## src/hdl/imul_pkg.sv

```systemverilog
package imul_pkg;

  // operand and result word
  typedef logic [63:0] word_t;

  // opcode, codes 10 to 15 are illegal
  typedef logic [3:0] op_t;

  // {carry, overflow, reserved, sign, zero, parity}
  typedef logic [5:0] flags_t;

  // which part of the product goes to the result
  typedef logic [1:0] res_sel_t;

  // operand with one extra bit for the sign extension
  typedef logic [64:0] ext_t;

  // signed product of two extended operands
  typedef logic [129:0] prod_t;

  localparam op_t OP_MUL64     = 4'd0;
  localparam op_t OP_LMUL64    = 4'd1;
  localparam op_t OP_IMUL64    = 4'd2;
  localparam op_t OP_LIMUL64   = 4'd3;
  localparam op_t OP_MUL32     = 4'd4;
  localparam op_t OP_IMUL32    = 4'd5;
  localparam op_t OP_MUL32_64  = 4'd6;
  localparam op_t OP_IMUL32_64 = 4'd7;
  localparam op_t OP_SWP32     = 4'd8;
  localparam op_t OP_SWP64     = 4'd9;

  localparam res_sel_t SEL_LO   = 2'd0;
  localparam res_sel_t SEL_HI   = 2'd1;
  localparam res_sel_t SEL_LO32 = 2'd2;
  localparam res_sel_t SEL_SWP  = 2'd3;

  // bit positions inside flags_t
  localparam int FLG_CF  = 5;
  localparam int FLG_OF  = 4;
  localparam int FLG_RSV = 3;
  localparam int FLG_SF  = 2;
  localparam int FLG_ZF  = 1;
  localparam int FLG_PF  = 0;

  // register stages of the multiplier array
  localparam int unsigned ARRAY_STAGES = 2;

  typedef struct packed {
    logic     valid;
    ext_t     opa;
    ext_t     opb;
    res_sel_t sel;
    logic     is_signed;
    logic     is_short;
    word_t    swp_res;
  } mul_req_t;

  typedef struct packed {
    logic     valid;
    prod_t    prod;
    res_sel_t sel;
    logic     is_signed;
    logic     is_short;
    word_t    swp_res;
  } mul_prod_t;

endpackage

```

## src/hdl/imul_result.sv

```systemverilog
module imul_result (
  input  logic                clk,
  input  logic                arst_n,
  input  logic                clk_en,
  input  imul_pkg::mul_prod_t prod,
  output imul_pkg::word_t     res,
  output imul_pkg::flags_t    flg,
  output logic                res_valid
);
  import imul_pkg::*;

  word_t       res_nxt;
  flags_t      flg_nxt;
  logic [65:0] disc64;
  logic [97:0] disc32;
  logic        ext64;
  logic        ext32;
  logic        lost64;
  logic        lost32;
  logic        cf;
  logic        sign_bit;

  always_comb begin
    case (prod.sel)
      SEL_LO: res_nxt = prod.prod[63:0];
      SEL_HI: res_nxt = prod.prod[127:64];
      SEL_LO32: res_nxt = {{32{prod.is_signed & prod.prod[31]}}, prod.prod[31:0]};
      SEL_SWP: res_nxt = prod.swp_res;
      default: res_nxt = prod.prod[63:0];
    endcase
  end

  // bits dropped above the kept width
  assign disc64 = prod.prod[129:64];
  assign disc32 = prod.prod[129:32];

  // what those bits must be if nothing was lost
  assign ext64 = prod.is_signed & prod.prod[63];
  assign ext32 = prod.is_signed & prod.prod[31];

  assign lost64 = disc64 != {66{ext64}};
  assign lost32 = disc32 != {98{ext32}};

  // 32x32 full products always fit, so the 64 bit check gives zero for them
  always_comb begin
    case (prod.sel)
      SEL_LO: cf = lost64;
      SEL_LO32: cf = lost32;
      default: cf = 1'b0;
    endcase
  end

  assign sign_bit = prod.is_short ? res_nxt[31] : res_nxt[63];

  always_comb begin
    flg_nxt          = '0;
    flg_nxt[FLG_CF]  = cf;
    flg_nxt[FLG_OF]  = cf;
    flg_nxt[FLG_RSV] = 1'b0;
    flg_nxt[FLG_SF]  = sign_bit;
    flg_nxt[FLG_ZF]  = ~|res_nxt;
    // even parity of the low byte
    flg_nxt[FLG_PF]  = ~^res_nxt[7:0];
  end

  always_ff @(posedge clk or negedge arst_n) begin
    if (!arst_n) begin
      res       <= '0;
      flg       <= '0;
      res_valid <= 1'b0;
    end else if (clk_en) begin
      res       <= res_nxt;
      flg       <= flg_nxt;
      res_valid <= prod.valid;
    end
  end

  // the high word slice needs bits 129 and 128 to be a plain extension
  a_prod_fits: assert property (@(posedge clk) disable iff (!arst_n)
    prod.valid |-> prod.prod[129:128] == (prod.is_signed ? {2{prod.prod[127]}} : 2'b00))
    else $error("imul_result: product does not fit in 128 bits");

endmodule

```

## config.mk

```make
export PLATFORM = sky130hd
export DESIGN_NAME = imul_result
export DESIGN_NICKNAME = d
export VERILOG_FILES = /design/src/hdl/imul_pkg.sv /design/src/hdl/imul_result.sv
export SDC_FILE = /design/constraint.sdc
export NUM_CORES = 1
export LEC_CHECK = 0
export ABC_AREA = 1
export BUFFER_PORTS_ARGS = -buffer_cell sky130_fd_sc_hd__buf_2
export CAP_MARGIN = 10
export CORE_MARGIN = 2
export CORE_UTILIZATION = 50
export CTS_CLUSTER_SIZE = 10
export DETAILED_ROUTE_END_ITERATION = 8
export PLACE_DENSITY = 0.88
export REMOVE_ABC_BUFFERS = 1
export SLEW_MARGIN = 30
export SYNTH_ARGS = -nofsm -noshare
export SYNTH_HDL_FRONTEND = slang
export SYNTH_SLANG_ARGS = --single-unit
```

## constraint.sdc

```tcl
create_clock -name clk -period 1.1 [get_ports clk]
set_input_delay 0.055 -clock clk [delete_from_list [all_inputs] [get_ports clk]]
set_output_delay 0.055 -clock clk [all_outputs]
set_load 0.05 [all_outputs]
```

==> results.json <==
{
  "yosysMostFrequentCell": "nand2_1",
  "fp.dieH_um": 106,
  "crit_type": "input port to flip-flop",
  "synth_edf_count": 0,
  "total_power_mw": 9.34,
  "synth_area_sq_um": 5180,
  "track_usage": 0.355,
  "fin_nets": 1415,
  "via_count": 7306,
  "grt_pass1_wl_mm": 31.2,
  "wirelength_mm": 21.6,
  "ant_nets": 0,
  "min_period_ps": 1340,
  "critPathRequiredTime_ps": 1410,
  "post_drt_wl_per_cell_um": 16.0,
  "fin_cells": 1351,
  "clkSinkCount": 69,
  "drtIter0Drc": 732,
  "crit_fanout": 11,
  "ys_seq_elements": 69,
  "die_area_sq_um": 11200,
  "die-width_um": 106,
  "core-area_sq_um": 10200,
  "root_buffer": "clkbuf_8",
  "hold_viol": 0,
  "pin_count": 273,
  "grt_pass1_vias": 6741,
  "multi_input_area_sq_um": 3270,
  "fmax_mhz": 748,
  "drive_gt1_frac": 0.371,
  "utilization": 0.785,
  "drc": 0,
  "synth_top_area_frac": 0.333,
  "violations": "negative setup slack",
  "timing.final.crit_share": 1.22,
  "synth_top_cells_by_count": "nand2_1, nor2_1, nand3_1, dfrtp_1, inv_1",
  "nFillCells": 776,
  "placed_cell_area_sq_um": 7240,
  "clk_latency_ps": 380,
  "critPathCaptureType": "flip-flop",
  "hold_class": "input port to flip-flop",
  "r2r_start": "res[4]$_DFFE_PN0P_",
  "cp.arrival_ps": 1640,
  "powerDensity_nw_per_um2": 1170,
  "synth_top_area_cell": "dfrtp_1",
  "cts_buffer_depth": 2,
  "synth_cell_types": 36,
  "cp-start-kind": "input port",
  "synth_cells": 862,
  "worstHoldStart": "prod[30]",
  "antenna_found_initial": 1,
  "irDropWorstVdd_mv": 0.898,
  "routed_via_density": 5.41,
  "ff_latch_area_sq_um": 1730,
  "synth_flop_cell": "dfrtp_1",
  "yosysSeqAreaShare": 0.333,
  "rows": 37,
  "portBuffers": 271,
  "grt_max_degree": 70,
  "cts_tree": "built",
  "h-tree-depth": 3,
  "cap_viol_max_count": 0,
  "dp.cells": 1315,
  "setup_viol": 7,
  "ys_warn_count": 0,
  "place.gp.congestion": 0.987,
  "place_hpwl_mm": 15.0,
  "fin_area_sq_um": 7990,
  "grt-ovfl-total": 0,
  "area_growth_pct": 54.3,
  "cts_buffers": 9,
  "rsz0062_at_grt": "yes",
  "status": "finished, violations left",
  "first_pass_iters": 6,
  "leakage_nw": 4.49,
  "synthArstFlopShare": 1.00,
  "layout_setup_ws_ps": -238,
  "finalMaxSlewViolations": 0,
  "start_util": 0.509,
  "crit_start": "prod[66]",
  "synth_area_leaders": "dfrtp_1, nand2_1, nor2_1",
  "skew_ps": 0,
  "setup_tns_ps": -551,
  "cts.clk_slew.worst_paths_ps": 100,
  "avgSynthCellArea_sq_um": 6.01
}
-- final cells by class --
| class | count | share of cell area |
|---|---|---|
| clock inverter | 5 | 0.0105 |
| antenna | 1 | 0.000313 |
| timing repair buffer | 375 | 0.293 |
| timing repair inverter | 1 | 0.00110 |
| clock buffer | 11 | 0.0177 |
| sequential | 69 | 0.216 |
| inverter | 60 | 0.0313 |
| multi-input combinational | 693 | 0.409 |
| tap | 136 | 0.0213 |
-- routing by layer --
metal,vias up,routed length (um),GRT usage
met1,3230,7880,0.410
met3,108,2150,0.0649
li1,3432,-,-
met2,536,10400,0.618
met4,0,1200,0.196
met5,-,0,0
-- per-stage QoR --
step	setup slack, ps	hold WS, ps
after floorplan	-1140	-241
after global placement	-607	94.3
after detailed placement	-694	101
after CTS	-119	11.4
after global routing	-291	51.7
final	-238	16.7
-- sequential cells by signal (all words and copies together), names as in the netlist --
name,cells
res_valid,1
flg,4
res,64
-- power by group --
group	leakage (nW)	total, mW	internal, mW	switching (mW)
clock network	0.106	2.46	1.34	1.12
logic	3.53	3.87	1.32	2.54
registers	0.861	3.01	2.83	0.181
-- final timing paths --
path	to	slack [ps]	cells past startpoint
worst max-delay path	flg[0]$_DFFE_PN0P_	-240	9
worst min-delay path	res[30]$_DFFE_PN0P_	20	5
worst max register to register	res[4]$_DFFE_PN0P_	350	2
worst min register to register	res[13]$_DFFE_PN0P_	480	2
max in group asynchronous	res[36]$_DFFE_PN0P_	510	3
min in group asynchronous	res[46]$_DFFE_PN0P_	230	3
-- layout by cell type, fill, tap and decap left out, types with 2 or more instances in the layout --
master         instances
nand2_1              356
buf_2                259
nor2_1               102
buf_4                 89
dfrtp_1               69
nand3_1               67
inv_1                 56
o21ai_0               39
a21oi_1               24
a21oi_2               13
nand4_1               11
clkbuf_8              10
buf_12                10
nor2_2                 9
buf_6                  7
nand2_2                6
o211ai_1               6
nor3_1                 6
or2_2                  6
clkbuf_4               6
o21ai_1                5
o22ai_1                5
nand3_2                4
nor2_4                 3
a221oi_2               3
nand2_4                3
dlygate4sd3_1          3
inv_2                  2
xor2_2                 2
nand3b_1               2
and2_1                 2
nor3b_1                2
ha_4                   2
clkinvlp_4             2
bufinv_16              2
-- logic make-up after synthesis --
group           synth area share
simple gates               0.459
compound gates             0.108
buf+inv                   0.0852
flops                      0.333
fa+ha+maj                0.00966
xor+xnor                 0.00338
other cells             0.000724
-- critical path, cell delays in order --
cell	delay, ps
buf_12	100
buf_12	120
inv_12	50
nor2_4	250
a21oi_2	120
ha_1	330
xor2_2	170
or2_4	240
a31oi_1	190
-- timing repair --
item,in CTS,in global routing
hold buffers,3,0
hold endpoints to repair,71,0
buffers inserted,7,7
pin swaps,7,15
gates cloned,0,2
gates resized for setup,26,67
endpoints found under the setup margin,5,16
No activity file was read; power rests on OpenSTA's default activity.
