`src/hdl/imul_pkg.sv`:
```
package imul_pkg;

  // operand and result word
  typedef logic [63:0] word_t;

  // opcode, codes 10 to 15 are illegal
  typedef logic [3:0] op_t;

  // {carry, overflow, reserved, sign, zero, parity}
  typedef logic [5:0] flags_t;

  // which part of the product goes to the result
  typedef logic [1:0] res_sel_t;

  // operand with one extra bit for the sign extension
  typedef logic [64:0] ext_t;

  // signed product of two extended operands
  typedef logic [129:0] prod_t;

  localparam op_t OP_MUL64     = 4'd0;
  localparam op_t OP_LMUL64    = 4'd1;
  localparam op_t OP_IMUL64    = 4'd2;
  localparam op_t OP_LIMUL64   = 4'd3;
  localparam op_t OP_MUL32     = 4'd4;
  localparam op_t OP_IMUL32    = 4'd5;
  localparam op_t OP_MUL32_64  = 4'd6;
  localparam op_t OP_IMUL32_64 = 4'd7;
  localparam op_t OP_SWP32     = 4'd8;
  localparam op_t OP_SWP64     = 4'd9;

  localparam res_sel_t SEL_LO   = 2'd0;
  localparam res_sel_t SEL_HI   = 2'd1;
  localparam res_sel_t SEL_LO32 = 2'd2;
  localparam res_sel_t SEL_SWP  = 2'd3;

  // bit positions inside flags_t
  localparam int FLG_CF  = 5;
  localparam int FLG_OF  = 4;
  localparam int FLG_RSV = 3;
  localparam int FLG_SF  = 2;
  localparam int FLG_ZF  = 1;
  localparam int FLG_PF  = 0;

  // register stages of the multiplier array
  localparam int unsigned ARRAY_STAGES = 2;

  typedef struct packed {
    logic     valid;
    ext_t     opa;
    ext_t     opb;
    res_sel_t sel;
    logic     is_signed;
    logic     is_short;
    word_t    swp_res;
  } mul_req_t;

  typedef struct packed {
    logic     valid;
    prod_t    prod;
    res_sel_t sel;
    logic     is_signed;
    logic     is_short;
    word_t    swp_res;
  } mul_prod_t;

endpackage

```
`src/hdl/imul_decode.sv`:
```
module imul_decode (
  input  logic               clk,
  input  logic               arst_n,
  input  logic               clk_en,
  input  logic               en,
  input  imul_pkg::op_t      op,
  input  imul_pkg::word_t    a,
  input  imul_pkg::word_t    b,
  output imul_pkg::mul_req_t req
);
  import imul_pkg::*;

  res_sel_t sel;
  logic     is_signed;
  logic     is_short;
  logic     half;
  logic     swp_half;
  ext_t     opa;
  ext_t     opb;
  word_t    swp64;
  word_t    swp_res;

  // illegal codes take the default branch and run as mul64
  always_comb begin
    sel       = SEL_LO;
    is_signed = 1'b0;
    is_short  = 1'b0;
    half      = 1'b0;
    swp_half  = 1'b0;
    case (op)
      OP_MUL64: sel = SEL_LO;
      OP_IMUL64: is_signed = 1'b1;
      OP_LMUL64: sel = SEL_HI;
      OP_LIMUL64: begin
        sel       = SEL_HI;
        is_signed = 1'b1;
      end
      OP_MUL32: begin
        sel      = SEL_LO32;
        is_short = 1'b1;
        half     = 1'b1;
      end
      OP_IMUL32: begin
        sel       = SEL_LO32;
        is_short  = 1'b1;
        is_signed = 1'b1;
        half      = 1'b1;
      end
      OP_MUL32_64: half = 1'b1;
      OP_IMUL32_64: begin
        is_signed = 1'b1;
        half      = 1'b1;
      end
      OP_SWP32: begin
        sel      = SEL_SWP;
        swp_half = 1'b1;
      end
      OP_SWP64: sel = SEL_SWP;
      default: sel = SEL_LO;
    endcase
  end

  // 65 bit operands, the top bit carries the sign for signed forms
  always_comb begin
    if (half) begin
      opa = {{33{is_signed & a[31]}}, a[31:0]};
      opb = {{33{is_signed & b[31]}}, b[31:0]};
    end else begin
      opa = {is_signed & a[63], a};
      opb = {is_signed & b[63], b};
    end
  end

  always_comb begin
    for (int i = 0; i < 8; i++) begin
      swp64[8*i +: 8] = a[8*(7-i) +: 8];
    end
  end

  // upper half of the full reversal already holds the low 4 bytes reversed
  assign swp_res = swp_half ? {32'b0, swp64[63:32]} : swp64;

  always_ff @(posedge clk or negedge arst_n) begin
    if (!arst_n) begin
      req <= '0;
    end else if (clk_en) begin
      req.valid     <= en;
      req.opa       <= opa;
      req.opb       <= opb;
      req.sel       <= sel;
      req.is_signed <= is_signed;
      req.is_short  <= is_short;
      req.swp_res   <= swp_res;
    end
  end

  // the issue stage must never send an undefined opcode
  a_legal_op: assert property (@(posedge clk) disable iff (!arst_n)
    clk_en && en |-> op <= OP_SWP64)
    else $error("imul_decode: illegal opcode %0d", op);

endmodule

```
`config.mk`:
```
export PLATFORM = sky130hd
export DESIGN_NAME = imul_decode
export DESIGN_NICKNAME = d
export VERILOG_FILES = /design/src/hdl/imul_pkg.sv /design/src/hdl/imul_decode.sv
export SDC_FILE = /design/constraint.sdc
export NUM_CORES = 1
export LEC_CHECK = 0
export BUFFER_PORTS_ARGS = -buffer_cell sky130_fd_sc_hd__buf_2
export CORE_MARGIN = 2
export CORE_UTILIZATION = 40
export DETAILED_ROUTE_END_ITERATION = 8
export GPL_ROUTABILITY_DRIVEN = 0
export GPL_TIMING_DRIVEN = 0
export PLACE_DENSITY_LB_ADDON = 0.3
export SLEW_MARGIN = 10
export SYNTH_ARGS = -nofsm -noshare
export SYNTH_HDL_FRONTEND = slang
export SYNTH_SLANG_ARGS = --single-unit
```
`constraint.sdc`:
```
create_clock -name clk -period 0.8 [get_ports clk]
set_input_delay 0.08 -clock clk [delete_from_list [all_inputs] [get_ports clk]]
set_output_delay 0.08 -clock clk [all_outputs]
set_load 0.02 [all_outputs]
```
==> results.md <==
- First-pass GRT wire length: 46000 µm
- Routed wire length: 34700 µm
- Worst Setup End Kind: output port
- Largest register by flop count: req
- Worst-path clk slew: 80 ps
- Die area: 0.0208 mm²
- Final Non-Filler Cells: approximately 1600
- Final ANT Viol Nets: 0
- Post-Syn Area: 0.00788 mm²
- Pre-CTS worst setup slack: -749 ps
- Gate Count Post-Synth: around 750
- Worst skew pair latency: 410 ps
- Post-synth top area share: 0.632
- CP Data Required Time: 720 ps
- Grt ovf: 0
- Placed cells: 1354
- Worst reg2reg path depth: 3
- Worst R2R Start: req[13]$_DFFE_PN0P_
- Die width: 144 µm
- Synth warn: 0
- Min Tclk post-route: between 1000 and 1500 ps
- CP delay by family, top: flip-flops
- Mapped Nets: 890
- Hold WS: -452 ps
- Vias in the first global route: roughly 8500
- Multi-input gate area: roughly 0.0029 mm²
- Die height: about 140 µm
- HPWL Detailed: 18600 µm
- CTS HTree Levels: 4
- Post-Syn Area per Cell: 10.5 µm²
- Failing checks: negative hold slack, negative setup slack
- Max-slew violations: 0
- Worst path cell trace: buf_6
- Worst IR drop on VDD: 1500 µV
- Fraction of layout instances using a drive strength above 1: 0.491
- Final Hold Vio Count: 99
- RSZ-0062 raised after global routing: yes
- Synth top area cells: dfrtp_1 (63%), a21oi_1 (6.3%), mux2_2 (5.1%)
- Commonest non-fill, non-tap cell in the layout: buf_6
- Reg2reg end: req[13]$_DFFE_PN0P_
- Largest net degree at the start of global routing: between 100 and 150
- Initial antenna violation count: 2
- Layout fillers: around 1200
- CTS tree: yes
- CTS buffer count: 17
- Clock sinks: slightly below 200
- Slew @ Worst Pin: 730 ps
- Starting Density: 0.406
- Cts hold-fix bufs: approximately 130
- Root buffer cell: clkbuf_16
- Worst min-delay path class: input pin to asynchronous set/reset pin
- Largest regs: req: 199 flops
- Worst rel slew slack: 0.514
- FF+latch count, synth: 199
- PnR worst setup slack: -296 ps
- Core Box Area: just under 0.02 mm²
- Max Cap Viol: 0
- DR WL/cell: 21.6 µm
- Bufs on Longest Clock Path: 2
- Period Utilization, post-route: 1.37
- TritonRoute pass-1 iters: 5
- Input/output buffers: 334
- Nets: between 1000 and 1500
- Initial DRC count: roughly 400
- Setup tns final: -54550 ps
- Status: complete, but fails checks
- Sequential Area: 0.00502 mm²
- Number of I/O pins: about 340
- Sequential element share of the synthesized area: 0.632
- Worst path buffer plus inverter count: 1
- Register-to-register setup slack: -140 ps
- Slowest cell on crit path: dfrtp_1
- Setup Skew: 0 ps
- Synth unique cells: 21
- FP Rows: 51
- Total vias in the final route: 8301
- Pwr dens: 1950 mW/mm²
- Max reg flops: about 200
- Total GRT Usage: 0.295
- Crit path largest cell delay: 430 ps
- CP Class: flip-flop to output port
- Crit path DAT: between 1000 and 1500 ps
- P&R area growth vs syn: 86.0%
- Setup-failing EPs final: between 200 and 300
- Leading area contributor after synthesis: dfrtp_1
- Static Leak: 0.00700 µW
- Residual DRC: 0
- Vias per std cell: 5.17
- FMAX: 913 MHz
- CP Launch Type: flip-flop
- Most frequent cells in the layout: buf_6 (230), dfrtp_1 (163), buf_2 (132), dlygate4sd3_1 (128), nand2_1 (100)
- CP Max Fanout: 2
worst max path at each step:
stage / startpoint / to / slack (ps) / cells past startpoint
floorplan: op[2] / req[12]$_DFFE_PN0P_ / -260 / 5
global placement: arst_n / req[68]$_DFFE_PN0P_ / -4130 / 1
detailed placement: clk_en / req[18]$_DFFE_PN0P_ / -750 / 6
CTS: req[64]$_DFFE_PN0P_ / req[64] / -300 / 1
global route: req[13]$_DFFE_PN0P_ / req[13] / -370 / 1
finish: req[157]$_DFFE_PN0P_ / req[157] / -300 / 1
layout make-up:
class | instances | share of cell area
repair buffers | 553 | 0.352
flip-flops and latches | 199 | 0.343
multi-input cells | 441 | 0.195
plain buffers | 49 | 0.0299
clock buffers | 18 | 0.0293
well taps | 265 | 0.0226
inverters | 65 | 0.0166
clock inverters | 14 | 0.0109
diodes | 2 | 0.000341
layer usage:
layer | part of all wire | wire length (µm) | track usage | vias up
li1 | - | - | - | 3624
met1 | 0.36 | 12600 | 0.341 | 4101
met2 | 0.51 | 17900 | 0.518 | 448
met3 | 0.076 | 2640 | 0.0728 | 128
met4 | 0.045 | 1570 | 0.132 | 0
met5 | 0 | 0 | 0 | -
worst reg2reg max path, cell delays in order (launching register included):
cell and delay [ps]:
dfrtp_1 420, buf_4 150, nor2_1 50, a21oi_1 230
per-stage QoR:
step,hold WS [ps],utilization,instance area [µm²],total power [µW]
after floorplan,-216,-,8040,14400
after detailed placement,164,0.520,10100,16700
final,-452,0.756,14700,28700
after CTS,-307,0.706,13700,27600
after global placement,311,0.518,10000,16600
after global routing,-384,0.756,14700,29600
cells by family after synthesis:
family                 synth area share
buffers and inverters            0.0632
muxes                            0.0921
AOI/OAI and AO/OA                 0.113
and+or+nand+nor                   0.100
DFF                               0.632
what timing repair did:
action	in CTS	in global routing
endpoints found under the hold margin	290	99
cloned	3	3
pin swaps	2	10
gates resized for setup	429	164
setup buffers	41	56
setup endpoints to repair	294	378
synth_stat cells:
cell      count
dfrtp_1     199
nor2_1      101
a21oi_1     100
nand2_1     100
inv_1        65
mux2_2       36
mux2i_1      32
o21ai_0      32
o22ai_1      32
buf_2        20
clkbuf_1     19
buf_4         4
buf_1         3
buf_8         2
nand2b_1      2
o21a_1        2
a211oi_1      1
a31oi_1       1
buf_6         1
nor3b_1       1
nor4b_2       1
report_power, final:
part / internal [µW] / switching [µW]
clock network: 4470 / 4300
logic: 4050 / 3900
registers: 11100 / 862
total: 19600 / 9060
Note: power is estimated with default switching activity, not from simulation.
